==> src/logic/div_params.svh <==
// ================================================
// Sizing macros for the integer divide path.
// Included by the packages and by any module that
// needs a raw width or count.
// ================================================

`ifndef DIV_PARAMS_SVH
`define DIV_PARAMS_SVH

// Operand width, which is also the register width.
`define DIV_DATA_WIDTH 32

// Registers in the file, register 0 included.
`define DIV_NUM_REGS 32

// Selector width, log2 of DIV_NUM_REGS.
`define DIV_SEL_WIDTH 5

// Width of the quotient bit-position counter.
`define DIV_POS_WIDTH 5

`endif
==> src/logic/div_pkg.sv <==
// ================================================
// Divider control types: the writeback FSM states
// and the types used by each shift-subtract step.
// ================================================

`include "div_params.svh"

package div_pkg;

    // Controller state, two bits wide.
    typedef enum logic [1:0] {
        IDLE,    // Waiting for a request.
        CALC,    // One quotient bit per clock.
        WR_QUOT, // Quotient write in flight.
        WR_MOD   // Remainder write in flight.
    } div_state_e;

    // Position of the quotient bit being decided.
    typedef logic [`DIV_POS_WIDTH-1:0] bit_pos_t;

    // Double-width word for the shifted divisor compare.
    typedef logic [2*`DIV_DATA_WIDTH-1:0] dword_t;

endpackage

==> src/logic/rf_pkg.sv <==
// ================================================
// Register file types shared by the divider, the
// writeback controller and the register file.
// Import with rf_pkg::* in the module header.
// ================================================

`include "div_params.svh"

package rf_pkg;

    // One register-wide word.
    typedef logic [`DIV_DATA_WIDTH-1:0] data_t;

    // Register selector; zero names the hard-wired zero register.
    typedef logic [`DIV_SEL_WIDTH-1:0] reg_sel_t;

    // Selector of the zero register, also the "do not write" code.
    localparam reg_sel_t ZERO_SEL = '0;

endpackage

==> src/logic/int_div_regfile_top.sv <==
// ================================================
// Top of the divide path: writeback controller,
// divider datapath and register file. The client
// strobes req; results are read back over rd_sel.
// ================================================

`timescale 1ns/100ps

module int_div_regfile_top
    import rf_pkg::*, div_pkg::*;
(
    input  logic     clk,
    input  logic     rst,
    input  logic     req,
    output logic     busy,
    input  data_t    a,
    input  data_t    b,
    input  reg_sel_t r_quot_sel,
    input  reg_sel_t r_mod_sel,
    input  reg_sel_t rd_sel,
    output data_t    rd_data
);

    logic     div_load;    // Controller to divider.
    logic     div_step;
    bit_pos_t pos;
    data_t    quotient;    // Divider results back to the controller.
    data_t    remainder;
    logic     rf_wr_req;   // Write port between controller and register file.
    reg_sel_t rf_wr_sel;
    data_t    rf_wr_data;
    logic     rf_wr_ack;

    div_wb_ctrl u_ctrl (
        .clk, .rst, .req, .busy, .r_quot_sel, .r_mod_sel,
        .div_load, .div_step, .pos, .quotient, .remainder,
        .rf_wr_req, .rf_wr_sel, .rf_wr_data, .rf_wr_ack
    );

    div_core u_core (
        .clk, .rst, .div_load, .div_step, .pos, .a, .b, .quotient, .remainder
    );

    reg_file u_rf (
        .clk, .rst, .rf_wr_req, .rf_wr_sel, .rf_wr_data, .rf_wr_ack, .rd_sel, .rd_data
    );

endmodule

==> src/logic/reg_file.sv <==
// ================================================
// Register file with a hard-wired zero register.
// One req/ack write port, acked a cycle after req,
// and one combinational read port.
// ================================================

`timescale 1ns/100ps

`include "div_params.svh"

module reg_file
    import rf_pkg::*;
(
    input  logic     clk,
    input  logic     rst,
    input  logic     rf_wr_req,
    input  reg_sel_t rf_wr_sel,
    input  data_t    rf_wr_data,
    output logic     rf_wr_ack,   // High for one cycle per write.
    input  reg_sel_t rd_sel,
    output data_t    rd_data
);

    data_t regs [`DIV_NUM_REGS];  // Entry 0 exists but is never written.
    logic  wr_take;               // A request not yet acked.

    // A request seen while ack is already high is the one just served.
    assign wr_take = rf_wr_req && !rf_wr_ack;

    always_ff @(posedge clk or posedge rst) begin
        if (rst) begin
            rf_wr_ack <= 1'b0;
        end else begin
            rf_wr_ack <= wr_take;
        end
    end

    // Data lands on the same edge that raises ack.
    always_ff @(posedge clk or posedge rst) begin
        if (rst) begin
            for (int i = 0; i < `DIV_NUM_REGS; i++) begin
                regs[i] <= '0;
            end
        end else if (wr_take && rf_wr_sel != ZERO_SEL) begin
            regs[rf_wr_sel] <= rf_wr_data;
        end
    end

    assign rd_data = (rd_sel == ZERO_SEL) ? '0 : regs[rd_sel]; // Register 0 reads zero.

    // The writer holds req through the ack cycle, so a lone ack means a lost request.
    a_ack_with_req : assert property (
        @(posedge clk) disable iff (rst)
        rf_wr_ack |-> rf_wr_req
    );

endmodule

==> src/logic/div_wb_ctrl.sv <==
// ================================================
// Writeback FSM for the divide path. Accepts a
// request, steps the divider for DIV_DATA_WIDTH
// clocks, then writes quotient and remainder over
// the rf_wr req/ack port, skipping zero selectors.
// ================================================

`timescale 1ns/100ps

`include "div_params.svh"

module div_wb_ctrl
    import rf_pkg::*, div_pkg::*;
(
    input  logic     clk,
    input  logic     rst,
    input  logic     req,         // One-cycle strobe from the client.
    output logic     busy,        // High from the accepting edge until done.
    input  reg_sel_t r_quot_sel,
    input  reg_sel_t r_mod_sel,
    output logic     div_load,
    output logic     div_step,
    output bit_pos_t pos,
    input  data_t    quotient,
    input  data_t    remainder,
    output logic     rf_wr_req,
    output reg_sel_t rf_wr_sel,
    output data_t    rf_wr_data,
    input  logic     rf_wr_ack
);

    div_state_e state;
    div_state_e next_state;
    reg_sel_t   quot_sel;  // Selectors held for the whole operation.
    reg_sel_t   mod_sel;
    logic       accept;

    assign accept   = req && !busy;   // Requests during an operation are dropped.
    assign div_load = accept;         // Operands land in the divider on the accepting edge.
    assign div_step = (state == CALC);

    always_comb begin
        next_state = state;
        case (state)
            IDLE: begin
                if (accept) next_state = CALC;
            end
            CALC: begin
                // The step at pos 0 is the last one.
                if (pos == '0) begin
                    if (quot_sel != ZERO_SEL)     next_state = WR_QUOT;
                    else if (mod_sel != ZERO_SEL) next_state = WR_MOD;
                    else                          next_state = IDLE;
                end
            end
            WR_QUOT: begin
                if (rf_wr_ack) next_state = (mod_sel != ZERO_SEL) ? WR_MOD : IDLE;
            end
            WR_MOD: begin
                if (rf_wr_ack) next_state = IDLE;
            end
            default: next_state = IDLE;
        endcase
    end

    always_ff @(posedge clk or posedge rst) begin
        if (rst) begin
            state    <= IDLE;
            busy     <= 1'b0;
            pos      <= '0;
            quot_sel <= ZERO_SEL;
            mod_sel  <= ZERO_SEL;
        end else begin
            state <= next_state;
            busy  <= (next_state != IDLE);  // Rises with the move to CALC.
            if (accept) begin
                pos      <= bit_pos_t'(`DIV_DATA_WIDTH - 1); // Start at the top bit.
                quot_sel <= r_quot_sel;
                mod_sel  <= r_mod_sel;
            end else if (state == CALC && pos != '0) begin
                pos <= pos - 1'b1;
            end
        end
    end

    // Request and payload come straight from state, so they hold until ack moves it on.
    assign rf_wr_req  = (state == WR_QUOT) || (state == WR_MOD);
    assign rf_wr_sel  = (state == WR_QUOT) ? quot_sel : mod_sel;
    assign rf_wr_data = (state == WR_QUOT) ? quotient : remainder;

    // A pending write must not change under the register file.
    a_wr_hold : assert property (
        @(posedge clk) disable iff (rst)
        rf_wr_req && !rf_wr_ack |=> rf_wr_req && $stable(rf_wr_sel) && $stable(rf_wr_data)
    );

    // The client must see busy until the last step or the last write ack is done.
    a_busy_state : assert property (
        @(posedge clk) disable iff (rst)
        $fell(busy) |-> $past(rf_wr_ack || (div_step && pos == '0))
    );

endmodule

==> src/logic/div_core.sv <==
// ================================================
// Restoring shift-subtract divider datapath.
// Load with div_load, then hold div_step high while
// pos counts down; one quotient bit per clock.
// ================================================

`timescale 1ns/100ps

`include "div_params.svh"

module div_core
    import rf_pkg::*, div_pkg::*;
(
    input  logic     clk,
    input  logic     rst,
    input  logic     div_load,  // Captures a and b, clears the quotient.
    input  logic     div_step,  // Decides the quotient bit at pos.
    input  bit_pos_t pos,
    input  data_t    a,
    input  data_t    b,
    output data_t    quotient,
    output data_t    remainder
);

    data_t  part_rem;      // Partial remainder, ends as the final remainder.
    data_t  divisor;       // Divisor held for the whole operation.
    data_t  quot;          // Quotient, built from the top bit down.
    dword_t shifted_div;   // Divisor moved up to the current bit position.
    dword_t wide_rem;      // Partial remainder widened for the compare.
    logic   fits;          // Shifted divisor does not exceed the remainder.

    // The compare runs at double width so bits shifted past the top are kept.
    assign shifted_div = dword_t'(divisor) << pos;
    assign wide_rem    = dword_t'(part_rem);
    assign fits        = (wide_rem >= shifted_div); // Always true for a zero divisor.

    always_ff @(posedge clk or posedge rst) begin
        if (rst) begin
            part_rem <= '0;
            divisor  <= '0;
            quot     <= '0;
        end else if (div_load) begin
            part_rem <= a;           // The dividend starts as the remainder.
            divisor  <= b;
            quot     <= '0;          // Bits not set later stay zero.
        end else if (div_step) begin
            if (fits) begin
                // Upper bits of shifted_div are zero here, so the low word is exact.
                part_rem  <= part_rem - shifted_div[`DIV_DATA_WIDTH-1:0];
                quot[pos] <= 1'b1;
            end
        end
    end

    assign quotient  = quot;     // Valid once the step at pos 0 has landed.
    assign remainder = part_rem;

    // A load in the middle of a division would corrupt the running result.
    // The controller only loads from IDLE and only steps in CALC.
    a_no_load_during_step : assert property (
        @(posedge clk) disable iff (rst)
        !(div_load && div_step)
    );

endmodule

==> config.mk <==
export PLATFORM = sky130hd
export DESIGN_NAME = int_div_regfile_top
export DESIGN_NICKNAME = d
export VERILOG_FILES = /design/src/logic/div_pkg.sv /design/src/logic/rf_pkg.sv /design/src/logic/int_div_regfile_top.sv /design/src/logic/reg_file.sv /design/src/logic/div_wb_ctrl.sv /design/src/logic/div_core.sv
export VERILOG_INCLUDE_DIRS = /design/src /design/src/logic
export SDC_FILE = /design/constraint.sdc
export NUM_CORES = 2
export LEC_CHECK = 0
export BUFFER_PORTS_ARGS = -buffer_cell sky130_fd_sc_hd__buf_2
export CORE_MARGIN = 3
export CORE_UTILIZATION = 30
export CTS_CLUSTER_SIZE = 28
export DETAILED_ROUTE_END_ITERATION = 7
export PLACE_DENSITY_LB_ADDON = 0.1
export SYNTH_ARGS = -nofsm -noshare
export SYNTH_HDL_FRONTEND = slang
export SYNTH_HIERARCHICAL = 1
export SYNTH_SLANG_ARGS = --single-unit
==> constraint.sdc <==
create_clock -name clk -period 38.1 [get_ports clk]
set_input_delay 3.81 -clock clk [delete_from_list [all_inputs] [get_ports clk]]
set_output_delay 3.81 -clock clk [all_outputs]
set_load 0.02 [all_outputs]
[After elaboration in Yosys (flattened, before gate mapping)]
Index checks and enable logic that the tools add are counted.
Storage, ports and cells
  flip-flop bits (word level): 1139
  input port bits: 82
  logic and storage cells: 103
Operators by class
  $add $sub $neg: 2
  order comparisons: 6
  eq/ne operators: 3
  shift-type cells: 1
  muxes and demuxes: 26
  bitwise operators: 3
  reductions and logical operators: 21
Operators by type and width (number)
  1024-bit bitwise mux: 1
  32-bit 2-to-1 mux: 11
  32-bit binary-select mux with 5-bit select: 1
  32-bit demux with 5-bit select: 1
  32-bit by 64-bit >= comparator with 1-bit output: 1
  32-bit by 5-bit left shift with 64-bit output: 1
  32-bit OR: 1
  32-bit subtractor: 1
  5-bit nonzero test: 4
  5-bit 2-to-1 mux: 3
  6-bit >= comparator, second input constant: 2
  2-bit 2-to-1 mux: 6
  5-bit inverter with 6-bit output: 2
  5-bit zero test: 2
  2-bit case mux with 4 select lines: 1
  2-bit nonzero test: 4
  1-bit logical AND: 6
  5-bit by 6-bit less-than comparator with 1-bit output, second input constant: 1
  6-bit by 1-bit less-than comparator with 1-bit output, second input constant: 1
  1-bit demux with 5-bit select: 1
  5-bit by 1-bit >= comparator with 1-bit output, second input constant: 1
  5-bit by 1-bit subtractor with 5-bit output, second input constant: 1
  2-bit == test, second input constant: 2
  2-bit by 1-bit == test with 1-bit output, second input constant: 1
  other kinds (5): 6

[Longest topological paths before layout]
  word-level depth: 8
  mapped depth: 24
  mapped depth without buffers: 18

[Modules after synthesis]
Netlist, hierarchy kept.
Modules (own cells, without submodules)
  reg_file: instances 1, cells an instance 2951, area an instance 46554.6 µm²
  div_core: instances 1, cells an instance 820, area an instance 7468.4 µm²
  div_wb_ctrl: instances 1, cells an instance 132, area an instance 1258.7 µm²

[Worst setup path before layout]
Ideal clock, no wire load.
  kind: input to output
  from: input rd_sel[2]
  to: output rd_data[10]
  arrival time: 5.386 ns
  required time: 34.290 ns
  path slack: 28.904 ns
  stages on the path: 7
  buffers on the path: 3
  path through: buf_4 -> buf_6 -> buf_4 -> mux2i_1 -> a221oi_1 -> o21ai_0 -> a311oi_1
On the way
  word-level cells in the longest chain between the ends: 5
RTL lines
  start, declared: RTL line int_div_regfile_top.sv:20  | input reg_sel_t rd_sel,
  5-bit inverter with 6-bit output (not written as such): RTL line reg_file.sv:49  | assign rd_data = (rd_sel == ZERO_SEL) ? '0 : regs[rd_sel];
  32-bit binary-select mux with 5-bit select: RTL line reg_file.sv:49
  32-bit 2-to-1 mux (not written as such) (2 in series): RTL line reg_file.sv:49
  32-bit 2-to-1 mux (*): RTL line reg_file.sv:49
  end, declared: RTL line int_div_regfile_top.sv:21  | output data_t rd_data
Mark *: on every way between the ends. The rest lies on a longest branch, timed or not. The select of a mux whose other input is x is not followed.

[Final worst setup path]
  from: input rd_sel[2]
  to: output rd_data[1]
Same word-level chain as after synthesis.

==> results.sh <==
export IMPL_wire_per_inst_um=27.72
export IMPL_slowest_delay_ps=820
export IMPL_yosysTopAreaCell="dfrtp_1"
export IMPL_ff_latch_area_um2=28500
export IMPL_min_from="u_rf/regs[1020]"
export IMPL_cts_root_buf="clkbuf_16"
export IMPL_finClkSkew_ps=22.71
export IMPL_hp_class="flip-flop to flip-flop"
export IMPL_yosys_cell_types_count=81
export IMPL_portBuffers=114
export IMPL_syn_num_nets=4019
export IMPL_drt_total_wl_um=178000
export IMPL_crit_arrival_ps=7730
export IMPL_max_cap_violations=0
export IMPL_cp_max_fo=64
export IMPL_status="completed"
export IMPL_synth_warnings=6
export IMPL_fin_area_um2=62270
export IMPL_grt_total_usage_pct=18.71
export IMPL_grt_start_max_net_pins=164
export IMPL_synth_top_area_share_pct=51.56
export IMPL_setup_tns_final_ps=0
export IMPL_tightest_slew_ps=1271
export IMPL_cts_buffers=142
export IMPL_gr_total_overflow=0
export IMPL_slowest_stage="buf_4"
export IMPL_r2r_start="u_ctrl/pos[2]"
export IMPL_die_h_um=435.3
export IMPL_place_gp_congestion=0.8034
export IMPL_syn_inst=3903
export IMPL_fin_util_pct=34.23
export IMPL_hold_viol_final=0
export IMPL_cts_resized=0
export IMPL_power_density_nw_per_um2=56.17
export IMPL_fin_hold_ws_ps=370.4
export IMPL_cp_endpoint="rd_data[1]"
export IMPL_placed_cells=6172
export IMPL_netlist_top_cells_count="1139 x dfrtp_1, 1067 x mux2_2, 240 x mux4_2"
export IMPL_synth_seq_cells=1139
export IMPL_drive_gt1_share_pct=45.10
export IMPL_rsz0062_at_grt="false"
export IMPL_r2r_setup_slack_ps=31980
export IMPL_ant_nets=0
export IMPL_path_cells="buf_8 > buf_4 > buf_4 > mux2i_1 > a221oi_1 > o21ai_1 > a311oi_1 > buf_2"
export IMPL_cts_setup_buffers=0
export IMPL_cts_reportedPaths_clkPinSlew_ps=50
export IMPL_setup_viol=0
export IMPL_grt_pass1_vias=35554
export IMPL_placed_cell_area_um2=57690
export IMPL_cts_tree="yes"
export IMPL_postSynthAreaPerCell_um2=14.16
export IMPL_hpwl_um=98800
export IMPL_drc_errors=0
export IMPL_startpoint="rd_sel[2]"
export IMPL_rows=156
export IMPL_synth_ff_type="dfrtp_1"
export IMPL_antenna_found_initial=4
export IMPL_stdcell_count=6423
export IMPL_syn_area_um2=55280
export IMPL_rr_worst_depth=14
export IMPL_ioPinCount=115
export IMPL_critical_path_most_common_cell="buf_4"
export IMPL_cts_sinks=1139
export IMPL_start_kind="input port"
export IMPL_leakage_nw=29.18
export IMPL_final_min_clock_period_ps=11540
export IMPL_dieWidth_um=435.3
export IMPL_cp_required_ps=34290
export IMPL_synth_area_top_cells="dfrtp_1 52%, mux2_2 22%, mux4_2 9.8%"
export IMPL_area_growth_pct=12.64
export IMPL_fmax_mhz=86.69
export IMPL_viasPerCell=5.212
export IMPL_critical_path_class="input port to output pin"
export IMPL_start_util_pct=30.39
export IMPL_multiInputGateArea_um2=24710
export IMPL_drtPass1Iterations=5
export IMPL_postSynth_asyncResetShare_pct=100.0
export IMPL_min_period_over_period_pct=30.28
export IMPL_die_area_um2=189500
export IMPL_vias=33478
export IMPL_fillers=18033
export IMPL_insertion_delay_ps=770
export IMPL_reg2reg_to="u_core/remainder[15]"
export IMPL_core_area_um2=181900
export IMPL_seq_area_frac_synth_pct=51.56
export IMPL_grt_first_pass_wirelength_um=261700
export IMPL_ir_worst_vdd_v=0.00004446
export IMPL_clock_path_buffers=3
export IMPL_first_iter_violations=2119
export IMPL_drv_slew=0
export IMPL_endpoint_kind="output pin"
export IMPL_final_nets=3983
export IMPL_synth_edf_count=0
export IMPL_cts_htree_levels=4
export IMPL_yosysMostFrequentCell="dfrtp_1"
export IMPL_slew_headroom_pct=15.29
export IMPL_holdBufCountCts=0
-- registers in the layout (all words and copies together) (netlist names) --
signal            count
u_ctrl/mod_sel        5
u_ctrl/state          2
u_core/divisor       32
u_ctrl/quot_sel       5
u_ctrl/busy           1
u_ctrl/pos            5
u_rf/regs          1024
u_core/quotient      32
u_rf/rf_wr_ack        1
u_core/remainder     32
-- worst min path at each step --
stage / to / cells after the start
after floorplan: u_rf/regs[1000] / 1
after global placement: u_rf/regs[997] / 0
after detailed placement: u_rf/regs[1004] / 0
after CTS: u_rf/regs[1009] / 0
after global routing: u_rf/regs[1008] / 0
final: u_rf/regs[1020] / 0
-- through the flow --
stage / total power, W / worst slack, ps
after detailed placement: 0.002197 / 26420
after global placement: 0.002203 / 26390
after CTS: 0.003559 / 26410
after floorplan: 0.001908 / 5445
after global routing: 0.003687 / 26290
final: 0.003498 / 26560
-- power breakdown --
group	leakage (nW)	internal, W	total, W	switching [W]
sequential	15.7	0.00125	0.00131	0.0000598
clock	2.25	0.000784	0.00133	0.000546
combinational	11.2	0.000279	0.000855	0.000576
-- worst max-delay path: cells and delay by family --
kind / cells / cell delay [ps]
AO/OA/AOI/OAI: 3 / 1280
buffers and inverters: 4 / 2340
multiplexers: 1 / 180
-- layer usage --
metal | track usage, % | routed length (um) | vias to the layer above
met5 | 0 | 0 | -
met4 | 4.043 | 3189 | 0
met3 | 2.438 | 5252 | 181
met2 | 30.61 | 85200 | 523
met1 | 26.50 | 84380 | 18328
li1 | - | - | 14446
-- layout by cell type (no fill, tap or decap), types with 7 or more instances in the layout --
cell / n
clkinv_2: 19
buf_4: 91
nor2_1: 93
a22oi_1: 33
clkbuf_16: 143
nand3_1: 14
a221oi_1: 26
o21ai_0: 45
a21oi_1: 61
o21ai_1: 74
a21o_1: 18
buf_2: 111
and3_1: 7
nand2_2: 13
mux2_2: 1068
nand2_1: 127
a211oi_1: 42
ha_1: 33
clkbuf_8: 30
dfrtp_1: 1137
a311oi_1: 32
nand3b_1: 8
xor2_1: 12
mux2_1: 39
a31oi_1: 38
nor2b_1: 38
mux2i_1: 113
nand2b_1: 10
o2111ai_1: 9
inv_1: 22
mux4_2: 240
nor3_1: 21
xnor2_1: 19
clkbuf_1: 34
nor2_4: 17
-- cells by family after synthesis --
family	Yosys count	synth area share [%]
buffers and inverters	413	4.099
adders and majority gates	34	0.7831
AOI/OAI and AO/OA	432	5.226
muxes	1464	34.54
and+or+nand+nor	390	3.302
DFF	1139	51.56
xor gates and xnor gates	31	0.4911
-- area by class of cell --
class / count / share of cell area, %
flip-flops and latches: 1139 / 45.78
repair buffers: 206 / 2.088
well taps: 2449 / 4.921
inverters: 27 / 0.1869
clock buffers: 207 / 6.615
multi-input cells: 2351 / 39.68
clock inverters: 41 / 0.7194
diodes: 3 / 0.01206
Power figures use the tool's default switching activity.
